**src/hdl/sd_pkg.sv**
```systemverilog
package sd_pkg;

    // ==============================
    // Clock and response encodings
    // ==============================

    typedef enum logic [1:0] {
        SPEED_OFF  = 2'd0,
        SPEED_SLOW = 2'd1,
        SPEED_FAST = 2'd2
    } sd_speed_t;

    typedef enum logic {
        RESP_NONE = 1'b0,
        RESP_48   = 1'b1
    } resp_type_t;

    // ==============================
    // Host side records
    // ==============================

    // One command as the host requests it
    typedef struct packed {
        logic [5:0]  index;
        logic [31:0] arg;
        resp_type_t  resp_type;
    } cmd_req_t;

    // Content of a short response without start and transmission bits
    typedef struct packed {
        logic [5:0]  index;
        logic [31:0] arg;
    } resp_t;

    // ==============================
    // Frame geometry
    // ==============================

    localparam int FRAME_BITS      = 48;
    localparam int CONTENT_BITS    = 40;
    localparam int CRC_BITS        = 7;

    // Line turnaround after a command end bit
    localparam int RESP_GUARD_BITS = 2;

endpackage

```
**src/hdl/sd_clk_gen.sv**
```systemverilog
module sd_clk_gen #(
    parameter int SLOW_HALF = 150,
    parameter int FAST_HALF = 2
) (
    input  logic              clk_fast,
    input  logic              rst,
    input  sd_pkg::sd_speed_t speed,
    output logic              sd_clk,
    output logic              tick_rise,
    output logic              tick_fall
);

    localparam int MAX_HALF = (SLOW_HALF > FAST_HALF) ? SLOW_HALF : FAST_HALF;
    localparam int CNT_W    = $clog2(MAX_HALF + 1);

    logic [CNT_W-1:0] half_cnt;
    logic [CNT_W-1:0] reload;
    logic             terminal;

    // Half period length for the current rate
    assign reload = (speed == sd_pkg::SPEED_FAST) ? CNT_W'(FAST_HALF - 1)
                                                  : CNT_W'(SLOW_HALF - 1);

    assign terminal = (speed != sd_pkg::SPEED_OFF) && (half_cnt == '0);

    always_ff @(posedge clk_fast) begin
        if (rst) begin
            half_cnt  <= '0;
            sd_clk    <= 1'b0;
            tick_rise <= 1'b0;
            tick_fall <= 1'b0;
        end else begin
            // Strobes line up with the sd_clk edge they announce
            tick_rise <= terminal && !sd_clk;
            tick_fall <= terminal && sd_clk;

            if (speed == sd_pkg::SPEED_OFF) begin
                // Counter frozen, clock parked low
                sd_clk <= 1'b0;
            end else if (terminal) begin
                half_cnt <= reload;
                sd_clk   <= ~sd_clk;
            end else begin
                half_cnt <= half_cnt - 1'b1;
            end
        end
    end

endmodule

```
**src/hdl/sd_cmd_top.sv**
```systemverilog
module sd_cmd_top #(
    parameter int SLOW_HALF = 150,
    parameter int FAST_HALF = 2
) (
    input  logic              clk_fast,
    input  logic              rst,
    // Host side
    input  sd_pkg::sd_speed_t speed,
    input  logic              cmd_start,
    input  sd_pkg::cmd_req_t  cmd_req,
    output logic              cmd_done,
    output logic              resp_done,
    output sd_pkg::resp_t     resp,
    output logic              resp_crc_err,
    output logic              busy,
    // Card side
    output logic              sd_clk,
    output logic              sd_cmd_out,
    output logic              sd_cmd_oe,
    input  logic              sd_cmd_in
);

    sd_pkg::sd_speed_t speed_q;
    sd_pkg::cmd_req_t  req;
    logic              tick_rise;
    logic              tick_fall;
    logic              tx_go;
    logic              tx_end;
    logic              rx_go;
    logic              rx_end;

    sd_clk_gen #(
        .SLOW_HALF (SLOW_HALF),
        .FAST_HALF (FAST_HALF)
    ) u_clk_gen (
        .clk_fast  (clk_fast),
        .rst       (rst),
        .speed     (speed_q),
        .sd_clk    (sd_clk),
        .tick_rise (tick_rise),
        .tick_fall (tick_fall)
    );

    sd_ctrl_regs u_regs (
        .clk_fast  (clk_fast),
        .rst       (rst),
        .speed_in  (speed),
        .cmd_start (cmd_start),
        .cmd_req   (cmd_req),
        .tx_end    (tx_end),
        .rx_end    (rx_end),
        .speed     (speed_q),
        .req       (req),
        .tx_go     (tx_go),
        .rx_go     (rx_go),
        .busy      (busy),
        .cmd_done  (cmd_done),
        .resp_done (resp_done)
    );

    sd_cmd_tx u_tx (
        .clk_fast   (clk_fast),
        .rst        (rst),
        .tick_fall  (tick_fall),
        .tx_go      (tx_go),
        .req        (req),
        .sd_cmd_out (sd_cmd_out),
        .sd_cmd_oe  (sd_cmd_oe),
        .tx_end     (tx_end)
    );

    sd_resp_rx u_rx (
        .clk_fast  (clk_fast),
        .rst       (rst),
        .tick_rise (tick_rise),
        .rx_go     (rx_go),
        .sd_cmd_in (sd_cmd_in),
        .resp      (resp),
        .crc_err   (resp_crc_err),
        .rx_end    (rx_end)
    );

endmodule

```
**src/hdl/sd_cmd_tx.sv**
```systemverilog
module sd_cmd_tx (
    input  logic             clk_fast,
    input  logic             rst,
    input  logic             tick_fall,
    input  logic             tx_go,
    input  sd_pkg::cmd_req_t req,
    output logic             sd_cmd_out,
    output logic             sd_cmd_oe,
    output logic             tx_end
);

    localparam int CNT_W  = $clog2(sd_pkg::FRAME_BITS + 1);
    localparam int BODY_W = sd_pkg::CONTENT_BITS;
    localparam int PAD_W  = BODY_W - sd_pkg::CRC_BITS + 1;

    logic                         active;
    logic [CNT_W-1:0]             bit_cnt;
    logic [BODY_W-1:0]            shreg;
    logic [sd_pkg::CRC_BITS-1:0]  crc;
    logic                         crc_en;
    logic                         at_crc;
    logic                         step;

    assign step   = tick_fall && active;
    assign at_crc = (bit_cnt == CNT_W'(sd_pkg::CONTENT_BITS));
    assign crc_en = step && (bit_cnt < CNT_W'(sd_pkg::CONTENT_BITS));

    sd_crc7 u_crc (
        .clk_fast (clk_fast),
        .rst      (rst),
        .clr      (tx_go),
        .en       (crc_en),
        .din      (shreg[BODY_W-1]),
        .crc      (crc)
    );

    // Frame body, then CRC tail with ones behind it for the end bit
    always_ff @(posedge clk_fast) begin
        if (tx_go) begin
            shreg <= {1'b0, 1'b1, req.index, req.arg};
        end else if (step) begin
            if (at_crc) begin
                shreg <= {crc[sd_pkg::CRC_BITS-2:0], {PAD_W{1'b1}}};
            end else begin
                shreg <= {shreg[BODY_W-2:0], 1'b1};
            end
        end
    end

    // ==============================
    // Line control
    // ==============================

    always_ff @(posedge clk_fast) begin
        if (rst) begin
            active     <= 1'b0;
            bit_cnt    <= '0;
            sd_cmd_out <= 1'b1;
            sd_cmd_oe  <= 1'b0;
            tx_end     <= 1'b0;
        end else begin
            tx_end <= 1'b0;
            if (tx_go) begin
                active  <= 1'b1;
                bit_cnt <= '0;
            end else if (step) begin
                if (bit_cnt == CNT_W'(sd_pkg::FRAME_BITS)) begin
                    // One falling edge past the end bit
                    active     <= 1'b0;
                    sd_cmd_oe  <= 1'b0;
                    sd_cmd_out <= 1'b1;
                    tx_end     <= 1'b1;
                end else begin
                    sd_cmd_oe  <= 1'b1;
                    sd_cmd_out <= at_crc ? crc[sd_pkg::CRC_BITS-1] : shreg[BODY_W-1];
                    bit_cnt    <= bit_cnt + 1'b1;
                end
            end
        end
    end

endmodule

```
**src/hdl/sd_crc7.sv**
```systemverilog
module sd_crc7 (
    input  logic                        clk_fast,
    input  logic                        rst,
    input  logic                        clr,
    input  logic                        en,
    input  logic                        din,
    output logic [sd_pkg::CRC_BITS-1:0] crc
);

    logic feedback;

    // Polynomial x^7 + x^3 + 1, MSB first
    assign feedback = din ^ crc[sd_pkg::CRC_BITS-1];

    always_ff @(posedge clk_fast) begin
        if (rst) begin
            crc <= '0;
        end else if (clr) begin
            crc <= '0;
        end else if (en) begin
            crc[6] <= crc[5];
            crc[5] <= crc[4];
            crc[4] <= crc[3];
            crc[3] <= crc[2] ^ feedback;
            crc[2] <= crc[1];
            crc[1] <= crc[0];
            crc[0] <= feedback;
        end
    end

endmodule

```
**src/hdl/sd_ctrl_regs.sv**
```systemverilog
module sd_ctrl_regs (
    input  logic              clk_fast,
    input  logic              rst,
    input  sd_pkg::sd_speed_t speed_in,
    input  logic              cmd_start,
    input  sd_pkg::cmd_req_t  cmd_req,
    input  logic              tx_end,
    input  logic              rx_end,
    output sd_pkg::sd_speed_t speed,
    output sd_pkg::cmd_req_t  req,
    output logic              tx_go,
    output logic              rx_go,
    output logic              busy,
    output logic              cmd_done,
    output logic              resp_done
);

    logic accept;
    logic want_resp;

    // Requests while busy are dropped
    assign accept    = cmd_start && !busy;
    assign want_resp = (req.resp_type == sd_pkg::RESP_48);

    // ==============================
    // Configuration
    // ==============================

    // Rate only moves between commands
    always_ff @(posedge clk_fast) begin
        if (rst) begin
            speed <= sd_pkg::SPEED_OFF;
        end else if (!busy) begin
            speed <= speed_in;
        end
    end

    always_ff @(posedge clk_fast) begin
        if (accept) begin
            req <= cmd_req;
        end
    end

    // ==============================
    // Command sequencing
    // ==============================

    always_ff @(posedge clk_fast) begin
        if (rst) begin
            tx_go     <= 1'b0;
            rx_go     <= 1'b0;
            busy      <= 1'b0;
            cmd_done  <= 1'b0;
            resp_done <= 1'b0;
        end else begin
            tx_go     <= accept;
            cmd_done  <= tx_end;
            resp_done <= rx_end;

            // Receiver only armed when a response is expected
            rx_go <= tx_end && want_resp;

            if (accept) begin
                busy <= 1'b1;
            end else if ((tx_end && !want_resp) || rx_end) begin
                // Drops together with cmd_done or resp_done
                busy <= 1'b0;
            end
        end
    end

endmodule

```
**src/hdl/sd_resp_rx.sv**
```systemverilog
module sd_resp_rx (
    input  logic          clk_fast,
    input  logic          rst,
    input  logic          tick_rise,
    input  logic          rx_go,
    input  logic          sd_cmd_in,
    output sd_pkg::resp_t resp,
    output logic          crc_err,
    output logic          rx_end
);

    typedef enum logic [1:0] {
        RX_IDLE,
        RX_GUARD,
        RX_HUNT,
        RX_SHIFT
    } rx_state_t;

    localparam int CNT_W   = $clog2(sd_pkg::FRAME_BITS + 1);
    localparam int GUARD_W = $clog2(sd_pkg::RESP_GUARD_BITS + 1);
    localparam int RESP_W  = $bits(sd_pkg::resp_t);

    rx_state_t                       state;
    logic [GUARD_W-1:0]              guard_cnt;
    logic [CNT_W-1:0]                bit_cnt;
    logic [sd_pkg::FRAME_BITS-1:0]   shreg;
    logic [sd_pkg::CRC_BITS-1:0]     crc;
    logic                            start_seen;
    logic                            sampling;
    logic                            crc_en;

    assign start_seen = tick_rise && (state == RX_HUNT) && !sd_cmd_in;
    assign sampling   = start_seen || (tick_rise && (state == RX_SHIFT));

    // CRC covers start bit through argument
    assign crc_en = start_seen ||
                    (tick_rise && (state == RX_SHIFT) &&
                     (bit_cnt < CNT_W'(sd_pkg::CONTENT_BITS)));

    sd_crc7 u_crc (
        .clk_fast (clk_fast),
        .rst      (rst),
        .clr      (rx_go),
        .en       (crc_en),
        .din      (sd_cmd_in),
        .crc      (crc)
    );

    always_ff @(posedge clk_fast) begin
        if (sampling) begin
            shreg <= {shreg[sd_pkg::FRAME_BITS-2:0], sd_cmd_in};
        end
    end

    // ==============================
    // Frame FSM
    // ==============================

    always_ff @(posedge clk_fast) begin
        if (rst) begin
            state     <= RX_IDLE;
            guard_cnt <= '0;
            bit_cnt   <= '0;
            rx_end    <= 1'b0;
        end else begin
            rx_end <= 1'b0;
            if (rx_go) begin
                state     <= RX_GUARD;
                guard_cnt <= '0;
            end else if (tick_rise) begin
                case (state)
                    RX_GUARD: begin
                        // Skip samples while the line turns around
                        if (guard_cnt == GUARD_W'(sd_pkg::RESP_GUARD_BITS - 1)) begin
                            state <= RX_HUNT;
                        end else begin
                            guard_cnt <= guard_cnt + 1'b1;
                        end
                    end
                    RX_HUNT: begin
                        if (!sd_cmd_in) begin
                            state   <= RX_SHIFT;
                            bit_cnt <= CNT_W'(1);
                        end
                    end
                    RX_SHIFT: begin
                        if (bit_cnt == CNT_W'(sd_pkg::FRAME_BITS - 1)) begin
                            state  <= RX_IDLE;
                            rx_end <= 1'b1;
                        end else begin
                            bit_cnt <= bit_cnt + 1'b1;
                        end
                    end
                    default: begin
                        state <= RX_IDLE;
                    end
                endcase
            end
        end
    end

    // Results land on the cycle of resp_done
    always_ff @(posedge clk_fast) begin
        if (rx_end) begin
            resp <= shreg[sd_pkg::FRAME_BITS-3 -: RESP_W];
        end
    end

    always_ff @(posedge clk_fast) begin
        if (rst) begin
            crc_err <= 1'b0;
        end else if (rx_end) begin
            crc_err <= (shreg[sd_pkg::CRC_BITS:1] != crc) || !shreg[0];
        end
    end

endmodule

```
**config.mk**
```make
export PLATFORM = sky130hd
export DESIGN_NAME = sd_cmd_top
export DESIGN_NICKNAME = d
export VERILOG_FILES = /design/src/hdl/sd_pkg.sv /design/src/hdl/sd_clk_gen.sv /design/src/hdl/sd_cmd_top.sv /design/src/hdl/sd_cmd_tx.sv /design/src/hdl/sd_crc7.sv /design/src/hdl/sd_ctrl_regs.sv /design/src/hdl/sd_resp_rx.sv
export SDC_FILE = /design/constraint.sdc
export NUM_CORES = 1
export LEC_CHECK = 0
export BUFFER_PORTS_ARGS = -buffer_cell sky130_fd_sc_hd__buf_2
export CAP_MARGIN = 20
export CORE_MARGIN = 2
export CORE_UTILIZATION = 45
export CTS_CLUSTER_DIAMETER = 100
export DETAILED_ROUTE_END_ITERATION = 6
export PLACE_DENSITY = 0.7
export SLEW_MARGIN = 25
export SYNTH_ARGS = -nofsm -noshare
export SYNTH_HDL_FRONTEND = slang
export SYNTH_SLANG_ARGS = --single-unit
export TNS_END_PERCENT = 30
```
**constraint.sdc**
```tcl
create_clock -name clk_fast -period 5 [get_ports clk_fast]
set_clock_uncertainty 0.05 [all_clocks]
set_input_delay 1.25 -clock clk_fast [delete_from_list [all_inputs] [get_ports clk_fast]]
set_output_delay 1.25 -clock clk_fast [all_outputs]
set_load 0.01 [all_outputs]
```
# [Yosys cells after proc, flatten, opt, wreduce, memory -nomap -nowiden]
# Index checks and enable logic that the tools add are counted.
[word_totals] output_inout_bits=45 inputBits=45 wordCells=130 register_bits=217
[classes] addsub=4 mux=24 magnitude_cmp=2 eq_ne=16 n_reduce_logical=41 n_bitwise=12
[op_table] cell="$mux W38" n=2
[op_table] cell="$mux W40" n=1
[op_table] cell="$eq A6 B6 Y1 const B" n=3
[op_table] cell="$mux W8" n=2
[op_table] cell="$add A6 B1 Y6 const B" n=2
[op_table] cell="$logic_and A1 B1 Y1" n=12
[op_table] cell="$lt A6 B6 Y1 const B" n=2
[op_table] cell="$mux W1" n=12
[op_table] cell="$mux W6" n=2
[op_table] cell="$pmux W6 S2" n=1
[op_table] cell="$reduce_bool A2 Y1" n=6
[op_table] cell="$logic_not A8 Y1" n=1
[op_table] cell="$not A1 Y1" n=8
[op_table] cell="$reduce_and A4 Y1" n=2
[op_table] cell="$sub A8 B1 Y8 const B" n=1
[op_table] cell="$ne A7 B7 Y1" n=1
[op_table] cell="$eq A2 B2 Y1 const B" n=3
[op_table] cell="$mux W2" n=3
[op_table] cell="$ne A2 B2 Y1 const B" n=3
[op_table] cell="$ne A3 B3 Y1 const B" n=2
[op_table] cell="$pmux W2 S3" n=1
[op_table] cell="$reduce_and A2 Y1" n=3
[op_table] cell="$reduce_or A2 Y1" n=3
[op_table] cell="$logic_not A1 Y1" n=5
[op_table] cell="other kinds (11)" n=18

# [Depth between registers and ports, before layout]
# Gate-level depths: netlist of the first run.
[logic_depth] word_depth=5 ltp_mapped=7 depth_no_buf=6

# [By module]
# Synthesis of the first run repeated with hierarchy kept, for this count alone.
[hier_totals] hier_cells=573 hier_area_um2=8037.7
[by_module_without_submodules] mod="sd_resp_rx" area_per_inst_um2=3290.7 instances=1 seq_area_each_um2=2762.6 cells_per_inst=174
[by_module_without_submodules] mod="sd_cmd_tx" area_per_inst_um2=2264.7 instances=1 seq_area_each_um2=1381.3 cells_per_inst=227
[by_module_without_submodules] mod="sd_ctrl_regs" area_per_inst_um2=1407.6 instances=1 seq_area_each_um2=1311.3 cells_per_inst=60
[by_module_without_submodules] mod="sd_crc7" area_per_inst_um2=276.5 instances=2 seq_area_each_um2=140.1 cells_per_inst=28
[by_module_without_submodules] mod="sd_clk_gen" area_per_inst_um2=521.8 instances=1 seq_area_each_um2=220.2 cells_per_inst=56

# [Worst setup path after synthesis of the first run]
# Ideal clock, no wire load.
[synth_path] path_type="in2reg" start="in sd_cmd_in" end="reg u_rx.shreg[0] (netlist name), enable pin" arrival_ns=2.516 path_stages=2 path_slack_ns=2.028 required_time_ns=4.543 n_path_buf=0 path_cell_list="nor2b_1 -> o21a_1"
[synth_between] elab_chain_cells=3
[synth_rtl] item="from (decl)" line="sd_cmd_top.sv:20" rtl="input logic sd_cmd_in"
[synth_rtl] item="$logic_not A1 Y1" line="sd_resp_rx.sv:32" rtl="assign start_seen = tick_rise && (state == RX_HUNT) && !sd_cmd_in;"
[synth_rtl] item="$logic_and A1 B1 Y1" line="sd_resp_rx.sv:32"
[synth_rtl] item="$logic_or A1 B1 Y1" line="sd_resp_rx.sv:33" rtl="assign sampling = start_seen || (tick_rise && (state == RX_SHIFT));"
[synth_rtl] item="named net u_rx.sampling" line="sd_resp_rx.sv:29" rtl="logic sampling;"
[synth_rtl] item="to (signal assigned)" line="sd_resp_rx.sv:51" rtl="shreg <= {shreg[sd_pkg::FRAME_BITS-2:0], sd_cmd_in};"
[synth_rtl] item="to (decl)" line="sd_resp_rx.sv:26" rtl="logic [sd_pkg::FRAME_BITS-1:0] shreg;"
# The timed path passes the listed nets, and every way through them passes these cells.
# A chain may end at the register's enable or synchronous reset.

# [Final worst setup path of the first run]
[layout_path] start="reg u_tx.bit_cnt[0]" end="reg u_tx.shreg[36], data pin"
[layout_between] elab_chain_cells=4
[layout_rtl] item="from (decl)" line="sd_cmd_tx.sv:17" rtl="logic [CNT_W-1:0] bit_cnt;"
[layout_rtl] item="from (signal assigned)" line="sd_cmd_tx.sv:76" rtl="bit_cnt <= bit_cnt + 1'b1;"
[layout_rtl] item="$eq A6 B6 Y1" line="sd_cmd_tx.sv:25" rtl="assign at_crc = (bit_cnt == CNT_W'(sd_pkg::CONTENT_BITS));"
[layout_rtl] item="$mux W40" line="sd_cmd_tx.sv:42" rtl="if (at_crc) begin"
[layout_rtl] item="$mux W38" line="sd_cmd_tx.sv:41" rtl="end else if (step) begin"
[layout_rtl] item="$mux W38" line="sd_cmd_tx.sv:39" rtl="if (tx_go) begin"
[layout_rtl] item="to (signal assigned)" line="sd_cmd_tx.sv:40" rtl="shreg <= {1'b0, 1'b1, req.index, req.arg};"
[layout_rtl] item="to (signal assigned)" line="sd_cmd_tx.sv:43" rtl="shreg <= {crc[sd_pkg::CRC_BITS-2:0], {PAD_W{1'b1}}};"
[layout_rtl] item="to (signal assigned)" line="sd_cmd_tx.sv:45" rtl="shreg <= {shreg[BODY_W-2:0], 1'b1};"
[layout_rtl] item="to (decl)" line="sd_cmd_tx.sv:18" rtl="logic [BODY_W-1:0] shreg;"
# Every way passes these cells. The select of a mux whose other input is x is not followed.

==> results of run 1 <==
cell usage in the layout, fill, tap and decap left out, types with 10 or more instances in the layout:
cell       netlist  routed
edfxtp_1       161     161
o21ai_0         36      36
nand3_1         11      11
clkbuf_16        0      23
dfxtp_1         56      54
xnor2_1         13      13
nand2_1         63      63
buf_2            5      89
a21oi_1         18      18
mux2i_1         21      21
nor2_1          62      62
inv_1           12      12
o21ai_1         10      10
nor3_1          11      11
final cells by class:
type | count | area, µm²
clock inverters | 14 | 125
well taps | 225 | 282
clock buffers | 27 | 591
fillers | 1424 | 7960
repair buffers | 93 | 475
flip-flops and latches | 217 | 5960
inverters | 12 | 45.0
multi-input cells | 330 | 1920
worst max-delay path by stage:
stage | slack, ns | to
5_1_grt | 2.26 | u_tx.shreg[36]$_DFFE_PP_
6_report | 2.47 | u_tx.shreg[36]$_DFFE_PP_
3_5_place_dp | 2.07 | u_rx.shreg[33]$_DFFE_PP_
3_3_place_gp | 2.16 | u_rx.shreg[31]$_DFFE_PP_
4_1_cts | 2.45 | u_tx.shreg[36]$_DFFE_PP_
2_1_floorplan | 2.03 | u_rx.shreg[0]$_DFFE_PP_
metrics by stage:
stage / cells / setup slack, ns / hold WS (ns) / utilization [%]
2_1_floorplan: 583 / 2.03 / 0.350 / -
3_3_place_gp: 877 / 2.16 / 0.357 / 50.0
3_5_place_dp: 877 / 2.07 / 0.365 / 50.0
4_1_cts: 918 / 2.45 / 0.380 / 54.2
5_1_grt: 918 / 2.26 / 0.405 / 54.2
6_report: 918 / 2.47 / 0.379 / 54.2
registers in the layout, summed over array words and instances (netlist names), 2 cells and up:
| name | count |
|---|---|
| u_regs.speed | 2 |
| u_rx.resp | 38 |
| u_regs.req | 38 |
| u_tx.bit_cnt | 6 |
| u_tx.shreg | 40 |
| u_rx.state | 2 |
| u_rx.shreg | 46 |
| u_tx.u_crc.crc | 7 |
| u_rx.bit_cnt | 6 |
| u_rx.u_crc.crc | 7 |
| u_clk_gen.half_cnt | 8 |
| u_rx.guard_cnt | 2 |
cell families (layout without fill, tap and decap cells):
group / Yosys count / count (layout) / synth area share [%]
AO/OA/AOI/OAI: 91 / 91 / 6.69
XOR/XNOR: 20 / 20 / 2.18
adder cells (fa/ha/maj): 8 / 8 / 1.25
buffers and inverters: 36 / 146 / 1.86
flip-flops: 217 / 217 / 74.3
multiplexers: 21 / 21 / 2.62
AND/OR/NAND/NOR: 190 / 190 / 11.1
layer usage:
layer | vias to the layer above | wire length [µm]
met4 | 0 | 399
met2 | 145 | 6150
li1 | 2302 | -
met1 | 2147 | 5790
met5 | - | 0
met3 | 32 | 768
power groups by stage:
stage,Clock [mW],Sequential (mW),Combinational (mW)
3_5_place_dp,0,2.06,0.204
2_1_floorplan,0,2.05,0.156
4_1_cts,1.64,2.03,0.205
6_report,1.60,2.03,0.203
3_3_place_gp,0,2.06,0.197
5_1_grt,1.72,2.03,0.234
==> results.ini, run 1 <==
[logic_synthesis]
synth_most_common_cell = edfxtp_1
synth_edf_count = 161
syn_inst = 583
synth_ff_type = edfxtp_1
yosysTopAreaCellShare_pct = 60.3
postSynthAreaPerCell_um2 = 13.8
synthesis.area_um2 = 8020
yosysTopAreaCell = edfxtp_1
yosysWarningCount = 0
seq_area_frac_synth_pct = 74.3
synthArstFlopShare_pct = 0
synth_nets = 636
ys_seq_elements = 217
synth_common_cells = 161 x edfxtp_1, 63 x nand2_1, 62 x nor2_1
ys_types = 50
yosys-top-cells-area = edfxtp_1 60%, dfxtp_1 14%, nand2_1 2.9%

[finish]
syn_to_final_growth_pct = 17.2
n_antenna_cell = 0
nets = 730
stdcell_area_um2 = 9400
drive_above_1_share_pct = 19.6

[routing]
first_iter_violations = 304
vias_per_cell = 5.04
drc = 0
ant_nets = 0
routed_wirelength_mm = 13.1
firstDrtPassIters = 4
wire_per_inst_um = 14.3
dr_total_vias = 4626

[worst_setup_path]
rr_worst_depth = 7
cp-start-kind = flip-flop
r2r_setup_slack_ns = 2.47
crit_type = reg2reg
reg2reg_to = u_tx.shreg[36]$_DFFE_PP_
timing.rr.start = u_tx.bit_cnt[0]$_SDFFE_PP0P_
max_stage_delay_ns = 0.78
crit_buf_inv = 2
critical_path.startpoint = u_tx.bit_cnt[0]$_SDFFE_PP0P_
path_depth = 7
cp_slowest_cell = nor3b_4
cp_cell_sequence = inv_1, ha_1, nand3b_4, nor3b_4, buf_4, mux2i_1, o21ai_1
end_kind = flip-flop
cp.arrival_ns = 2.71
cp_data_required_time_ns = 5.17
crit_family = simple AND/OR/NAND/NOR gates
crit_path_max_fanout = 21

[floorplan]
core-area_um2 = 17400
die_w_um = 138
start_util_pct = 46.2
num_rows = 48
dieArea_um2 = 18900
io_pins = 90
fp.dieH_um = 138

[timing]
relSlewSlack_pct = 32.9
setup_viol = 0
finalHoldViolCount = 0
slew_viol_final = 0
worst_pin_slew_ns = 1.01
post-route-min-period_ns = 2.53
final.period_utilization_pct = 50.6
clock.fmax_ghz = 0.395
fin_setup_tns_ns = 0
rsz0062_at_grt = false

[placed_design]
gp_congestion = 0.785
hpwl_mm = 8.45
portBuffers = 89
placed_area_um2 = 8680

[clock_tree]
cts_buffers = 23
cts-root-buf = clkbuf_16
ctsResizeCount = 0
post_cts_buffers = 0
cts_tree = yes
clock_latency_ns = 0.50
htreeDepth = 1
hold_buffers = 0
clk_pin_slew_ns = 0.06
cts_max_path_buffers = 3
cts_num_sinks = 217

[power]
p_sw_mw = 0.802
leakagePower_nw = 3.26
p_sw_share_pct = 21.0
p_per_area_nw_per_um2 = 407
irDropWorstVdd_uv = 278
p_comb_share_pct = 5.3
p_int_mw = 3.02
power_mw = 3.83
p_clk_share_pct = 41.8
seqPwrFrac_pct = 52.9

[global_route]
grt_pass1_vias = 4517
antenna_found_initial = 0
grt_pass1_wl_mm = 21.7
grt_max_degree = 53
met3_usage_pct = 2.83
met1_usage_pct = 18.7
grtUsageMet2_pct = 23.7
grt-ovfl-total = 0
busiest_layer = met2
globalRouteTotalUtil_pct = 14.3

[worst_hold_path]
holdPathEnd = u_rx.resp[37]$_DFFE_PP_
whs_path_depth = 0
hp-class = reg2reg
min_from = u_rx.shreg[45]$_DFFE_PP_

[flow_run]
maxCapViolations = 0

[status]
run_status = finished, final reports clean

Power figures use the tool's default switching activity.
==> run 2: changes to the inputs <==
- clock period: 5 -> 2.37 ns (I/O delays scaled with it)
==> run 2 against run 1 <==
  * Via count increased by 1.0%
  * Count of clock-buffer cells in the layout up 2
  * Register-to-register slack worse by 2.0 ns
  * Cell area is 1.2% higher
  * Sequential share of layout area decreased by 0.73 points
  * Fmax increased by 33%
  * Clock power up 130%
  * Critical endpoint is now u_tx.shreg[3]$_DFFE_PP_
==> results.ini, run 2 (synthesis results as in run 1) <==
[finish]
largest_register_ffs = 46  ; unchanged
multi_input_area_um2 = 1920  ; unchanged
post_layout_nonfiller_instances = 925  ; +0.76%
drive_above_1_share_pct = 20.3  ; +0.66 points
fill_cells = 1428  ; +0.28%
syn_to_final_growth_pct = 18.6
n_antenna_cell = 0  ; unchanged
seq_area_um2 = 5960  ; unchanged
final_cell_mix = 161 x edfxtp_1, 89 x buf_2, 63 x nand2_1, 62 x nor2_1, 54 x dfxtp_1
nets = 736  ; +0.82%
final_util_pct = 54.8  ; +0.63 points
largest_registers = u_rx.shreg (46), u_tx.shreg (40)
largest-register = u_rx.shreg
layout_commonest_cell = edfxtp_1

[worst_setup_path]
cp-start-kind = flip-flop
end_kind = flip-flop
crit_type = reg2reg
crit_path_max_fanout = 24  ; +14%
cp.arrival_ns = 2.19  ; -0.52 ns
cp_data_required_time_ns = 2.65  ; -2.52 ns

[clock_tree]
clk_pin_slew_ns = 0.06  ; about the same
cts_buffers = 23  ; unchanged
hold_buffers = 0  ; unchanged
post_cts_buffers = 0  ; unchanged
htreeDepth = 1  ; unchanged
cts-root-buf = clkbuf_16
ctsResizeCount = 0  ; unchanged
clock_latency_ns = 0.50  ; about the same
cts_num_sinks = 217  ; unchanged
cts_max_path_buffers = 3  ; unchanged
cts_tree = yes

[timing]
clock.fmax_ghz = 0.524  ; +33%
relSlewSlack_pct = 53.0  ; +20 points
setup_viol = 0  ; unchanged
final.period_utilization_pct = 80.5  ; +30 points
worst_pin_slew_ns = 0.702  ; -0.305 ns
rsz0062_at_grt = false
fin_setup_tns_ns = 0  ; unchanged
post-route-min-period_ns = 1.91  ; -0.624 ns
slew_viol_final = 0  ; unchanged
finalHoldViolCount = 0  ; unchanged
whs_ns = 0.216  ; -0.163 ns
final.setup.worst_slack_ns = 0.462  ; -2.01 ns

[global_route]
globalRouteTotalUtil_pct = 14.2  ; -0.065 points
grt_max_degree = 76  ; +43%
grt_pass1_vias = 4445  ; -1.6%
grt_pass1_wl_mm = 21.6  ; -0.32%
antenna_found_initial = 0  ; unchanged
grt-ovfl-total = 0  ; unchanged

[floorplan]
core-area_um2 = 17400  ; unchanged
start_util_pct = 46.2  ; unchanged
io_pins = 90  ; unchanged
num_rows = 48  ; unchanged
fp.dieH_um = 138  ; unchanged
dieArea_um2 = 18900  ; unchanged
die_w_um = 138  ; unchanged

[routing]
ant_nets = 0  ; unchanged
firstDrtPassIters = 6  ; +2
routed_wirelength_mm = 13.3  ; +1.5%
first_iter_violations = 299  ; -1.6%
drc = 0  ; unchanged
wire_per_inst_um = 14.4  ; +0.72%
vias_per_cell = 5.05  ; +0.27%
dr_total_vias = 4674  ; +1.0%

[placed_design]
hpwl_mm = 8.42  ; -0.27%
portBuffers = 89  ; unchanged
dp_cells = 883  ; +0.68%
dp_slack_ns = 0.474  ; -1.60 ns
gp_congestion = 0.766  ; -2.3%

[power]
p_per_area_nw_per_um2 = 878  ; +120%
leakagePower_nw = 3.31  ; +1.6%
irDropWorstVdd_uv = 689  ; +150%

[flow_run]
maxCapViolations = 0  ; unchanged

[worst_hold_path]
hp-class = in2reg

[status]
run_status = finished, final reports clean

[run 2: power breakdown]
part | switching (mW) | total [mW] | internal [mW]
logic | 0.263 | 0.450 | 0.187
registers | 0.0768 | 4.27 | 4.19
clock network | 1.40 | 3.63 | 2.23
[run 2: stage by stage]
step           cell area, µm²  power (mW)
2_1_floorplan            8020        4.66
3_3_place_gp             8740        4.77
3_5_place_dp             8740        4.79
4_1_cts                  9510        8.42
5_1_grt                  9510        8.65
6_report                 9510        8.35
[run 2: layout make-up]
cell class | instances | area share, %
Timing Repair Buffer | 99 | 5.61
Inverter | 12 | 0.474
Sequential cell | 217 | 62.7
Clock inverter | 13 | 1.79
Multi-Input combinational cell | 330 | 20.2
Tap cell | 225 | 2.96
Clock buffer | 29 | 6.29
[run 2: worst paths after layout]
kind / cells after the start / slack [ns] / start / to
max reg2reg: 7 / 0.46 / u_tx.bit_cnt[0]$_SDFFE_PP0P_ / u_tx.shreg[3]$_DFFE_PP_
max: 7 / 0.46 / u_tx.bit_cnt[0]$_SDFFE_PP0P_ / u_tx.shreg[3]$_DFFE_PP_
min reg2reg: 0 / 0.37 / u_rx.shreg[45]$_DFFE_PP_ / u_rx.resp[37]$_DFFE_PP_
min: 1 / 0.22 / cmd_req[23] / u_regs.req[23]$_DFFE_PP_
[run 2: worst max-delay path: stages, from the launching register on]
cell	delay, ns
dfxtp_1	0.33
inv_1	0.10
ha_1	0.20
nand3b_4	0.11
nor3b_4	0.38
buf_4	0.34
nor2_1	0.07
o21ai_0	0.16
[run 2: metal layers]
layer,part of all wire (%),global-route usage (%)
met3,4.2,2.47
met4,3.1,4.98
met5,0,0
met1,44,18.3
met2,49,24.3
